**config.mk**
```make
export PLATFORM = sky130hd
export DESIGN_NAME = imem_ctrl
export DESIGN_NICKNAME = d
export VERILOG_FILES = /design/src/source/imem_pkg.sv /design/src/source/imem_pma_regs.sv /design/src/source/imem_access_chk.sv /design/src/source/imem_fetch_core.sv /design/src/source/imem_ctrl.sv
export SDC_FILE = /design/constraint.sdc
export NUM_CORES = 1
export LEC_CHECK = 0
export ABC_CLOCK_PERIOD_IN_PS = 12400
export BUFFER_PORTS_ARGS = -buffer_cell sky130_fd_sc_hd__buf_2
export CORE_ASPECT_RATIO = 0.6
export CORE_MARGIN = 2
export CORE_UTILIZATION = 63
export CTS_BUF_LIST = sky130_fd_sc_hd__clkbuf_4 sky130_fd_sc_hd__clkbuf_8
export DETAILED_ROUTE_END_ITERATION = 10
export PLACE_DENSITY_LB_ADDON = 0.08
export SETUP_SLACK_MARGIN = 0.3
export SYNTH_ARGS = -nofsm -noshare
export SYNTH_HDL_FRONTEND = slang
export SYNTH_SLANG_ARGS = --single-unit
export TNS_END_PERCENT = 10
```
**constraint.sdc**
```tcl
create_clock -name clk_i -period 12.4 [get_ports clk_i]
set_input_delay 0.62 -clock clk_i [delete_from_list [all_inputs] [get_ports clk_i]]
set_output_delay 0.62 -clock clk_i [all_outputs]
set_load 0.02 [all_outputs]
```
**src/source/imem_pkg.sv**
```systemverilog
/*
  Instruction memory access package
  Word and region sizing, privilege and fetch state encodings,
  the region entry layout, bus protection bits and the checker verdict
*/

package imem_pkg;

  ////////////////////
  // Sizing
  ////////////////////

  // Address and data word width
  localparam int XLEN      = 32;

  // Region table depth and index width
  localparam int PMA_CNT   = 4;
  localparam int PMA_IDX_W = $clog2(PMA_CNT);

  // Regions are whole 4 KiB pages
  localparam int PAGE_LSB  = 12;
  localparam int PPN_W     = XLEN - PAGE_LSB;

  ////////////////////
  // Encodings
  ////////////////////

  // Privilege levels, RISC-V encoding
  typedef enum logic [1:0] {
    PRV_U = 2'b00,
    PRV_M = 2'b11
  } prv_e;

  // Fetch core states
  typedef enum logic [2:0] {
    IDLE,
    CHECK,
    BUS_REQ,
    BUS_WAIT,
    DRAIN
  } fetch_state_e;

  // One region, base and limit both inclusive
  typedef struct packed {
    logic             valid;
    logic             exec;
    logic             user;
    logic [PPN_W-1:0] base_pn;
    logic [PPN_W-1:0] limit_pn;
  } pma_entry_t;

  // Bus protection attributes
  typedef struct packed {
    logic instruction;
    logic privileged;
  } biu_prot_t;

  // Checker verdict for the registered fetch
  typedef struct packed {
    logic misaligned;
    logic pma_err;
    logic allowed;
  } chk_result_t;

endpackage

```
**src/source/imem_pma_regs.sv**
```systemverilog
/*
  Region table register block
  Holds PMA_CNT region entries for the fetch checker
  One entry is written per configuration strobe
  Reset clears every valid bit
*/

`timescale 1ns/1ps

module imem_pma_regs
  import imem_pkg::*;
(
  input  logic                 clk_i,
  input  logic                 reset_i,

  // Configuration write port
  input  logic                 cfg_we_i,
  input  logic [PMA_IDX_W-1:0] cfg_idx_i,
  input  pma_entry_t           cfg_entry_i,

  // Table to the checker
  output pma_entry_t           pma_table_o [PMA_CNT]
);

  pma_entry_t           table_q [PMA_CNT];
  // Entries written since reset
  logic [PMA_CNT-1:0]   written_q;

  ////////////////////
  // Table storage
  ////////////////////

  // Only valid bits are cleared, the rest is don't care until written
  always_ff @(posedge clk_i)
  begin
    if (reset_i)
    begin
      for (int i = 0; i < PMA_CNT; i++)
      begin
        table_q[i].valid <= 1'b0;
      end
      written_q <= '0;
    end
    else if (cfg_we_i)
    begin
      table_q[cfg_idx_i]   <= cfg_entry_i;
      written_q[cfg_idx_i] <= 1'b1;
    end
  end

  assign pma_table_o = table_q;

  // An entry nobody wrote must never look valid to the checker
  for (genvar g = 0; g < PMA_CNT; g++)
  begin : g_valid_chk
    assert property (@(posedge clk_i) disable iff (reset_i)
      !written_q[g] |-> !table_q[g].valid);
  end

endmodule

```
**src/source/imem_access_chk.sv**
```systemverilog
/*
  Fetch access checker
  Flags misaligned fetch addresses and searches the region table
  for the lowest matching valid entry, then applies exec and
  user permission to decide if the fetch may go to the bus
  Combinational, clk_i only samples the assertion
*/

`timescale 1ns/1ps

module imem_access_chk
  import imem_pkg::*;
(
  input  logic            clk_i,

  // Registered fetch from the core
  input  logic [XLEN-1:0] fetch_adr_i,
  input  prv_e            fetch_prv_i,

  // Region table
  input  pma_entry_t      pma_table_i [PMA_CNT],

  // Verdict
  output chk_result_t     chk_o
);

  logic [PPN_W-1:0]   fetch_pn;
  logic [PMA_CNT-1:0] match;
  logic               hit;
  pma_entry_t         sel;
  logic               misaligned;
  logic               region_err;

  // Page number of the fetch
  assign fetch_pn = fetch_adr_i[XLEN-1:PAGE_LSB];

  ////////////////////
  // Region search
  ////////////////////

  // Per entry window compare
  always_comb
  begin
    for (int i = 0; i < PMA_CNT; i++)
    begin
      match[i] = pma_table_i[i].valid &&
                 (pma_table_i[i].base_pn  <= fetch_pn) &&
                 (pma_table_i[i].limit_pn >= fetch_pn);
    end
  end

  // Lowest index wins, so walk downwards and let the last hit stick
  always_comb
  begin
    hit = 1'b0;
    sel = '0;
    for (int i = PMA_CNT-1; i >= 0; i--)
    begin
      if (match[i])
      begin
        hit = 1'b1;
        sel = pma_table_i[i];
      end
    end
  end

  ////////////////////
  // Verdict
  ////////////////////

  // No compressed parcels, both low bits must be zero
  assign misaligned = |fetch_adr_i[1:0];

  // No region, no exec, or user mode without user permission
  assign region_err = !hit || !sel.exec || ((fetch_prv_i == PRV_U) && !sel.user);

  // Misalignment masks the region error
  assign chk_o.misaligned = misaligned;
  assign chk_o.pma_err    = !misaligned && region_err;
  assign chk_o.allowed    = !misaligned && !region_err;

  // Allowed fetch is aligned and inside the chosen executable window
  assert property (@(posedge clk_i)
    chk_o.allowed |-> (fetch_adr_i[1:0] == 2'b00) && sel.valid && sel.exec &&
                      ((fetch_prv_i == PRV_M) || sel.user) &&
                      (sel.base_pn <= fetch_pn) && (sel.limit_pn >= fetch_pn));

endmodule

```
**src/source/imem_fetch_core.sv**
```systemverilog
/*
  Fetch core
  Latches one CPU fetch, waits for the checker verdict, then either
  answers at once or runs a word read on the BIU
  A flush drops the fetch, an open bus transfer is drained first
*/

`timescale 1ns/1ps

module imem_fetch_core
  import imem_pkg::*;
(
  input  logic            clk_i,
  input  logic            reset_i,

  // CPU request side
  input  logic            imem_req_i,
  input  logic            imem_flush_i,
  input  logic [XLEN-1:0] imem_adr_i,
  input  prv_e            st_prv_i,

  // Checker
  output logic [XLEN-1:0] fetch_adr_o,
  output prv_e            fetch_prv_o,
  input  chk_result_t     chk_i,

  // CPU answer
  output logic            imem_ack_o,
  output logic [XLEN-1:0] parcel_o,
  output logic            err_o,
  output logic            misaligned_o,

  // BIU
  output logic            biu_stb_o,
  input  logic            biu_stb_ack_i,
  output logic [XLEN-1:0] biu_adri_o,
  output biu_prot_t       biu_prot_o,
  input  logic [XLEN-1:0] biu_q_i,
  input  logic            biu_ack_i,
  input  logic            biu_err_i
);

  fetch_state_e    state_q, state_d;
  // Strobe still open while draining
  logic            drain_stb_q, drain_stb_d;
  logic            ack_q, ack_d;
  logic [XLEN-1:0] parcel_q, parcel_d;
  logic            err_q, err_d;
  logic            misal_q, misal_d;
  logic [XLEN-1:0] fetch_adr_q;
  prv_e            fetch_prv_q;
  logic            bus_done;

  assign bus_done = biu_ack_i || biu_err_i;

  ////////////////////
  // Next state
  ////////////////////

  always_comb
  begin
    state_d     = state_q;
    drain_stb_d = drain_stb_q;
    ack_d       = 1'b0;
    parcel_d    = '0;
    err_d       = 1'b0;
    misal_d     = 1'b0;
    case (state_q)
      IDLE:
      begin
        if (imem_req_i) state_d = CHECK;
      end
      CHECK:
      begin
        // Refused fetch answers straight away, never touches the bus
        if (imem_flush_i) state_d = IDLE;
        else if (chk_i.allowed) state_d = BUS_REQ;
        else
        begin
          ack_d   = 1'b1;
          err_d   = chk_i.pma_err;
          misal_d = chk_i.misaligned;
          state_d = IDLE;
        end
      end
      BUS_REQ:
      begin
        if (imem_flush_i)
        begin
          state_d     = DRAIN;
          drain_stb_d = !biu_stb_ack_i;
        end
        else if (biu_stb_ack_i) state_d = BUS_WAIT;
      end
      BUS_WAIT:
      begin
        if (bus_done)
        begin
          state_d = IDLE;
          // Flush in the same cycle still swallows the answer
          if (!imem_flush_i)
          begin
            ack_d    = 1'b1;
            err_d    = biu_err_i;
            parcel_d = biu_err_i ? '0 : biu_q_i;
          end
        end
        else if (imem_flush_i)
        begin
          state_d     = DRAIN;
          drain_stb_d = 1'b0;
        end
      end
      DRAIN:
      begin
        // Finish the strobe first, then drop the answer
        if (drain_stb_q)
        begin
          if (biu_stb_ack_i) drain_stb_d = 1'b0;
        end
        else if (bus_done) state_d = IDLE;
      end
      default: state_d = IDLE;
    endcase
  end

  ////////////////////
  // Registers
  ////////////////////

  always_ff @(posedge clk_i)
  begin
    if (reset_i)
    begin
      state_q     <= IDLE;
      drain_stb_q <= 1'b0;
      ack_q       <= 1'b0;
    end
    else
    begin
      state_q     <= state_d;
      drain_stb_q <= drain_stb_d;
      ack_q       <= ack_d;
    end
  end

  // Request latch and answer payload
  always_ff @(posedge clk_i)
  begin
    if (state_q == IDLE && imem_req_i)
    begin
      fetch_adr_q <= imem_adr_i;
      fetch_prv_q <= st_prv_i;
    end
    if (ack_d)
    begin
      parcel_q <= parcel_d;
      err_q    <= err_d;
      misal_q  <= misal_d;
    end
  end

  assign fetch_adr_o  = fetch_adr_q;
  assign fetch_prv_o  = fetch_prv_q;

  assign imem_ack_o   = ack_q;
  assign parcel_o     = parcel_q;
  assign err_o        = err_q;
  assign misaligned_o = misal_q;

  // Strobe stays up in DRAIN until the BIU takes it
  assign biu_stb_o               = (state_q == BUS_REQ) || (state_q == DRAIN && drain_stb_q);
  assign biu_adri_o              = fetch_adr_q;
  assign biu_prot_o.instruction  = 1'b1;
  assign biu_prot_o.privileged   = (fetch_prv_q == PRV_M);

  ////////////////////
  // Assertions
  ////////////////////

  assert property (@(posedge clk_i) disable iff (reset_i)
    biu_stb_o && !biu_stb_ack_i |=> biu_stb_o && $stable(biu_adri_o));

  assert property (@(posedge clk_i) disable iff (reset_i)
    imem_ack_o |=> !imem_ack_o);

  assert property (@(posedge clk_i) disable iff (reset_i)
    (state_q == DRAIN) |-> !imem_ack_o);

endmodule

```
**src/source/imem_ctrl.sv**
```systemverilog
/*
  Instruction memory access block, no cache
  Region table, fetch checker and fetch core between the CPU
  fetch port and the BIU
*/

`timescale 1ns/1ps

module imem_ctrl
  import imem_pkg::*;
(
  input  logic                 clk_i,
  input  logic                 reset_i,

  // Configuration
  input  logic                 cfg_we_i,
  input  logic [PMA_IDX_W-1:0] cfg_idx_i,
  input  pma_entry_t           cfg_entry_i,

  // CPU side
  input  logic                 imem_req_i,
  input  logic                 imem_flush_i,
  input  logic [XLEN-1:0]      imem_adr_i,
  input  prv_e                 st_prv_i,
  output logic                 imem_ack_o,
  output logic [XLEN-1:0]      parcel_o,
  output logic                 err_o,
  output logic                 misaligned_o,

  // BIU
  output logic                 biu_stb_o,
  input  logic                 biu_stb_ack_i,
  output logic [XLEN-1:0]      biu_adri_o,
  output biu_prot_t            biu_prot_o,
  input  logic [XLEN-1:0]      biu_q_i,
  input  logic                 biu_ack_i,
  input  logic                 biu_err_i
);

  pma_entry_t      pma_table [PMA_CNT];
  logic [XLEN-1:0] fetch_adr;
  prv_e            fetch_prv;
  chk_result_t     chk;

  // Region table
  imem_pma_regs pma_regs_inst (
    .clk_i       ( clk_i       ),
    .reset_i     ( reset_i     ),
    .cfg_we_i    ( cfg_we_i    ),
    .cfg_idx_i   ( cfg_idx_i   ),
    .cfg_entry_i ( cfg_entry_i ),
    .pma_table_o ( pma_table   )
  );

  // Misalignment and region check on the latched fetch
  imem_access_chk access_chk_inst (
    .clk_i       ( clk_i     ),
    .fetch_adr_i ( fetch_adr ),
    .fetch_prv_i ( fetch_prv ),
    .pma_table_i ( pma_table ),
    .chk_o       ( chk       )
  );

  // Fetch FSM and BIU handshake
  imem_fetch_core fetch_core_inst (
    .clk_i         ( clk_i         ),
    .reset_i       ( reset_i       ),
    .imem_req_i    ( imem_req_i    ),
    .imem_flush_i  ( imem_flush_i  ),
    .imem_adr_i    ( imem_adr_i    ),
    .st_prv_i      ( st_prv_i      ),
    .fetch_adr_o   ( fetch_adr     ),
    .fetch_prv_o   ( fetch_prv     ),
    .chk_i         ( chk           ),
    .imem_ack_o    ( imem_ack_o    ),
    .parcel_o      ( parcel_o      ),
    .err_o         ( err_o         ),
    .misaligned_o  ( misaligned_o  ),
    .biu_stb_o     ( biu_stb_o     ),
    .biu_stb_ack_i ( biu_stb_ack_i ),
    .biu_adri_o    ( biu_adri_o    ),
    .biu_prot_o    ( biu_prot_o    ),
    .biu_q_i       ( biu_q_i       ),
    .biu_ack_i     ( biu_ack_i     ),
    .biu_err_i     ( biu_err_i     )
  );

endmodule

```
### Word-level counts from Yosys, hierarchy flattened

Cells that the tools add are included.

| storage, ports and cells | value |
|---|---|
| input bits | 119 |
| output and inout port bits | 70 |
| logic and storage cells | 126 |
| register bits | 245 |

| operators by class | value |
|---|---|
| magnitude comparators | 10 |
| muxes and demuxes | 37 |
| bitwise gates (word level) | 5 |
| equality and inequality tests | 13 |
| reductions and logical operators | 33 |

Operator list:

| kind | count |
|---|---|
| 172-bit bitwise mux | 1 |
| 42-bit 2-to-1 mux | 4 |
| 43-bit demux with 2-bit select | 1 |
| 20-bit >= comparator | 4 |
| 20-bit less-or-equal comparator | 4 |
| 43-bit 2-to-1 mux | 1 |
| 3-bit 2-to-1 mux | 8 |
| 1-bit 2-to-1 mux | 17 |
| 3-bit one-hot mux with 5 select lines | 1 |
| 1-bit logical AND | 14 |
| 2-bit != test, second input constant | 5 |
| 3-bit by 2-bit equality test with 1-bit output, second input constant | 2 |
| 1-bit zero test | 6 |
| 5-bit AND reduction | 1 |
| 1-bit logical OR | 4 |
| 1-bit inverter | 4 |
| 1-bit one-hot mux with 2 select lines | 2 |
| 4-bit AND reduction | 1 |
| 4-bit OR reduction | 1 |
| 3-bit by 1-bit equality test with 1-bit output, second input constant | 1 |
| 3-bit equality test, second input constant | 1 |
| 3-bit >= comparator, second input constant | 1 |
| 3-bit zero test | 1 |
| 3-bit by 1-bit less-than comparator with 1-bit output, second input constant | 1 |
| 12 further kinds | 12 |

### Depth between registers and ports, before layout

| logic depth | value |
|---|---|
| word-level depth | 15 |
| depth in mapped cells | 11 |
| depth with buffers taken out | 11 |

### Modules after synthesis

A second synthesis with hierarchy kept.

| second synthesis, totals | value |
|---|---|
| cell total of the unflattened synthesis | 830 |
| area total of the unflattened synthesis | 11912.7 µm² |

Modules (own cells, without submodules):

| module | sequential area each (µm²) | cells an instance | area an instance (µm²) | instances |
|---|---|---|---|---|
| imem_pma_regs | 5124.9 | 189 | 5273.8 | 1 |
| imem_access_chk | 0.0 | 448 | 3674.8 | 1 |
| imem_fetch_core | 2142.1 | 193 | 2964.1 | 1 |

### Worst setup path before layout

No wires, ideal clock.

| path | value |
|---|---|
| path kind | reg2reg |
| start point | register fetch_core_inst.fetch_adr_q[19] (netlist: fetch_core_inst.biu_adri_o[19]) |
| end point | register fetch_core_inst.err_q (netlist: fetch_core_inst.err_o) (enable) |
| period minus slack after synthesis | 4.801 ns |
| buffers on the path | 0 |
| path slack | 7.599 ns |
| data required time | 11.954 ns |
| library setup time | 0.446 ns |
| data arrival time | 4.356 ns |
| cell stages (with the launch flop) | 12 |
| cell sequence | edfxtp_1 inv_1 ha_1 a21oi_1 o21ai_1 a221o_1 a2111oi_0 o22ai_1 o32a_1 o21ai_1 a22oi_1 a31oi_1 |

| between the ends | value |
|---|---|
| cells in the longest elaborated chain, start to end | 15 |
| elaborated cells between the ends (all ways) | 35 |
| those cells by class | order compare: 8; mux: 11; reduce/logical: 16 |

Ends and longest elaborated chain:

| element | line | text |
|---|---|---|
| from (decl) | imem_fetch_core.sv:50 | `logic [XLEN-1:0] fetch_adr_q;` |
| from (signal assigned) | imem_fetch_core.sv:152 | `fetch_adr_q <= imem_adr_i;` |
| 20-bit less-or-equal comparator | imem_access_chk.sv:47 | `(pma_table_i[i].base_pn <= fetch_pn) &&` |
| 1-bit logical AND | imem_access_chk.sv:46 | `match[i] = pma_table_i[i].valid &&` |
| 1-bit logical AND | imem_access_chk.sv:47 |  |
| 1-bit 2-to-1 mux / 42-bit 2-to-1 mux (equally long branches) (4 in series) | imem_access_chk.sv:59 | `if (match[i])` |
| 1-bit zero test | imem_access_chk.sv:75 | `assign region_err = !hit \|\| !sel.exec \|\| ((fetch_prv_i == PRV_U) && !sel.user);` |
| 1-bit logical OR / 1-bit logical AND (equally long branches) | imem_access_chk.sv:75 |  |
| 1-bit logical OR * | imem_access_chk.sv:75 |  |
| 1-bit zero test * | imem_access_chk.sv:80 | `assign chk_o.allowed = !misaligned && !region_err;` |
| 1-bit logical AND * | imem_access_chk.sv:80 |  |
| 1-bit 2-to-1 mux * | imem_fetch_core.sv:77 | `else if (chk_i.allowed) state_d = BUS_REQ;` |
| 1-bit 2-to-1 mux * | imem_fetch_core.sv:76 | `if (imem_flush_i) state_d = IDLE;` |
| 1-bit one-hot mux with 2 select lines * | imem_fetch_core.sv:68 | `case (state_q)` |
| via fetch_core_inst.ack_d | imem_fetch_core.sv:46 | `logic ack_q, ack_d;` |
| to (signal assigned) | imem_fetch_core.sv:158 | `err_q <= err_d;` |
| to (decl) | imem_fetch_core.sv:48 | `logic err_q, err_d;` |

Mark *: on every way through the listed nets, which the timed path passes. The rest lies on a longest branch.
A chain may end at the register's enable or synchronous reset.

### Final worst setup path

| path | value |
|---|---|
| start point | register fetch_core_inst.fetch_adr_q[23] (netlist: fetch_core_inst.biu_adri_o[23]) |
| end point | register fetch_core_inst.parcel_q[0] (netlist: fetch_core_inst.parcel_o[0]) (enable) |

| between the ends | value |
|---|---|
| cells in the longest elaborated chain, start to end | 15 |
| elaborated cells between the ends (all ways) | 35 |
| those cells by class | order compare: 8; mux: 11; reduce/logical: 16 |

Ends and longest elaborated chain:

| element | line | text |
|---|---|---|
| 20-bit less-or-equal comparator | imem_access_chk.sv:47 |  |
| 1-bit logical AND | imem_access_chk.sv:46 |  |
| 1-bit logical AND | imem_access_chk.sv:47 |  |
| 1-bit 2-to-1 mux / 42-bit 2-to-1 mux (equally long branches) (4 in series) | imem_access_chk.sv:59 |  |
| 1-bit zero test | imem_access_chk.sv:75 |  |
| 1-bit logical OR / 1-bit logical AND (equally long branches) | imem_access_chk.sv:75 |  |
| 1-bit logical OR * | imem_access_chk.sv:75 |  |
| 1-bit zero test * | imem_access_chk.sv:80 |  |
| 1-bit logical AND * | imem_access_chk.sv:80 |  |
| 1-bit 2-to-1 mux * | imem_fetch_core.sv:77 |  |
| 1-bit 2-to-1 mux * | imem_fetch_core.sv:76 |  |
| 1-bit one-hot mux with 2 select lines * | imem_fetch_core.sv:68 |  |
| via fetch_core_inst.ack_d | imem_fetch_core.sv:46 |  |
| to (signal assigned) | imem_fetch_core.sv:157 | `parcel_q <= parcel_d;` |
| to (decl) | imem_fetch_core.sv:47 | `logic [XLEN-1:0] parcel_q, parcel_d;` |

Marked as above.

==> out/metrics.yaml <==
track_usage: 0.296
yosysWarnings: 0
postSynthCellCount: 785
yosys_most_used_dff: "edfxtp_1"
grt_pass1_wl_mm: 41.9
path_cells: "inv_1 -> ha_1 -> and4_1 -> and4bb_1 -> a21boi_1 -> a2111oi_0 -> o22ai_1 -> o32a_1 -> o21ai_1 -> a22oi_1 -> a31oi_4"
critPathMaxStageDelay_ps: 910
peakVddDrop_mv: 0.0893
power_uw: 1800
cts_tree: "yes"
start_util: 0.639
combPwrFrac: 0.094
arrival_ps: 4700
htreeDepth: 2
cts_root_buf: "clkbuf_8"
cts_setup_buffers: 0
cts_buffers: 38
p_switching_uw: 428
min_period_over_period: 0.369
hold_depth: 1
power.density_mw_per_mm2: 133
synth_edf_count: 236
clock_latency_ps: 520
fin_crit_ps: 4570
drv_slew: 0
critPathKind: "register to register"
tightestPinTransition_ps: 1110
fp.dieH_um: 108
ant_nets: 0
dr.first_iter.drc_count: 916
critical_path_peak_fanout: 34
p_seq_frac: 0.525
switching_share: 0.237
min_path_type: "primary input to register"
fillers: 1166
grt_start_max_net_pins: 43
cts_hold_buf: 0
die-area_sq_mm: 0.0193
place.gp.congestion: 0.909
maxSlewHeadroom: 0.260
vias: 7622
async_flop_share: 0
numClockSinks: 245
cp_slowest_cell: "a31oi_4"
intPower_uw: 1380
rsz0062_at_grt: "no"
synth.most_common_cell: "edfxtp_1"
synthTopCellsByArea: "edfxtp_1 (62%), ha_1 (17%), a21oi_1 (2.4%), and2_1 (1.9%), dfxtp_1 (1.6%)"
finalWirelength_mm: 27.6
end_kind: "register"
area_delta_synth_final_pct: 18.0
fmaxAchievable_mhz: 219
die_w_um: 178
timing.reg2reg.setup_slack_ps: 7830
drc: 0
cts_buffer_depth: 3
io_pins: 189
synth_top_area_cell: "edfxtp_1"
hold_viol: 0
synth-seq-cells: 245
design.core.area_sq_mm: 0.0179
dp_hpwl_mm: 20.0
mappedNetlistArea_sq_mm: 0.0115
path_clk_slew_ps: 60
nNetsFinal: 1291
wire_per_inst_um: 21.6
min_to: "fetch_core_inst.biu_adri_o[28]"
fp-row-count: 38
skew_ps: 22.4
synth.avg_cell_area_sq_um: 14.6
gr-total-overflow: 0
crit_path_start_kind: "register"
synthTopCellsByCount: "edfxtp_1 (236), ha_1 (160), a21oi_1 (56)"
cts_resized: 0
clock_power_share: 0.380
via_per_inst: 5.96
firstDrtPassIters: 6
r2r_start: "fetch_core_inst.biu_adri_o[23]"
ys_seq_area_frac: 0.635
setup-tns-final_ps: 0
cp.required_ps: 12530
synth.distinct_cells: 63
r2r_cells: 11
outcome: "completed"
netlist.area_leader.share: 0.619
leakagePower_uw: 0.00565
worstHoldStart: "imem_adr_i[28]"
r2r_end: "fetch_core_inst.parcel_o[0]"
maxCapViolCount: 0
synth_fp_nets: 1064
setup_viol: 0
io_buffer_count: 187
drive_above_1_share: 0.261
grt_pass1_vias: 7488
num_antenna_cells: 0
antenna_found_initial: 0
[state kept, by name (all words and copies together), names as in the netlist]
name and count:
pma_regs_inst.pma_table_o 172, fetch_core_inst.biu_adri_o 32, fetch_core_inst.fetch_prv_o 2, fetch_core_inst.err_o 1, fetch_core_inst.imem_ack_o 1, fetch_core_inst.drain_stb_q 1
fetch_core_inst.misaligned_o 1, fetch_core_inst.parcel_o 32, fetch_core_inst.state_q 3
[logic make-up (layout without fill, tap and decap cells)]
family | after synthesis | in the layout | synth area share
flip-flops | 245 | 245 | 0.635
adder cells (fa/ha/maj) | 160 | 160 | 0.175
multiplexers | 6 | 6 | 0.00524
other | 1 | 1 | 0.000327
AND/OR/NAND/NOR | 181 | 181 | 0.0869
AO/OA/AOI/OAI | 150 | 150 | 0.0841
buffers and inverters | 42 | 295 | 0.0141
[worst max-delay path by stage]
| stage | slack (ps) | end | startpoint | depth (start not counted) |
|---|---|---|---|---|
| floorplan | 7600 | fetch_core_inst.err_o | fetch_core_inst.biu_adri_o[19] | 11 |
| global placement | 8170 | fetch_core_inst.parcel_o[1] | fetch_core_inst.biu_adri_o[17] | 11 |
| detailed placement | 7970 | fetch_core_inst.parcel_o[6] | fetch_core_inst.biu_adri_o[19] | 11 |
| CTS | 7970 | fetch_core_inst.parcel_o[21] | fetch_core_inst.biu_adri_o[19] | 11 |
| global route | 7690 | fetch_core_inst.parcel_o[6] | fetch_core_inst.biu_adri_o[17] | 11 |
| finish | 7830 | fetch_core_inst.parcel_o[0] | fetch_core_inst.biu_adri_o[23] | 11 |
[cell usage in the layout (no fill, tap or decap), drive strengths merged, types with 17 or more instances in the layout]
cell type	n
buf	194
edfxtp	236
nand2	34
ha	160
nand3	17
nand4	18
clkbuf	56
a21oi	56
and2	34
nor2	32
o21ai	25
a21o	19
inv	35
[metrics by stage]
| step | hold slack, ps | setup slack, ps | area, sq um | cells | util |
|---|---|---|---|---|---|
| floorplan | 475 | 7600 | 11500 | 785 | - |
| global placement | 520 | 8170 | 12800 | 1212 | 0.712 |
| detailed placement | 528 | 7970 | 12800 | 1212 | 0.712 |
| CTS | 250 | 7970 | 13500 | 1278 | 0.754 |
| global route | 254 | 7690 | 13500 | 1278 | 0.754 |
| finish | 270 | 7830 | 13500 | 1278 | 0.754 |
[power groups by stage]
stage	clock network, uW	registers [uW]	logic (uW)
global placement	0	964	160
detailed placement	0	964	166
floorplan	0	971	84.6
global route	732	949	190
finish	686	947	170
CTS	692	948	168
[critical path: cells and delay by family (launching register included)]
kind | cells | cell delay [ps]
and+or+nand+nor | 2 | 420
AOI/OAI and AO/OA | 7 | 2720
buffers and inverters | 1 | 320
adders and majority gates | 1 | 320
DFF | 1 | 380
[routing by layer]
layer | GRT usage | vias to the layer above | wire (um)
met2 | 0.393 | 409 | 11000
li1 | - | 3523 | -
met3 | 0.0932 | 32 | 3490
met1 | 0.473 | 3658 | 12800
met5 | 0 | - | 0
met4 | 0.0621 | 0 | 323
[area by class of cell]
cell class	count	area (sq um)	share of cell area
tap	240	300	0.0222
clock inverter	10	72.6	0.00537
clock buffer	56	689	0.0510
multi-input combinational	498	4070	0.301
sequential	245	7270	0.538
timing repair buffer	194	988	0.0731
inverter	35	131	0.00972
Note: power is estimated with default switching activity, not from simulation.
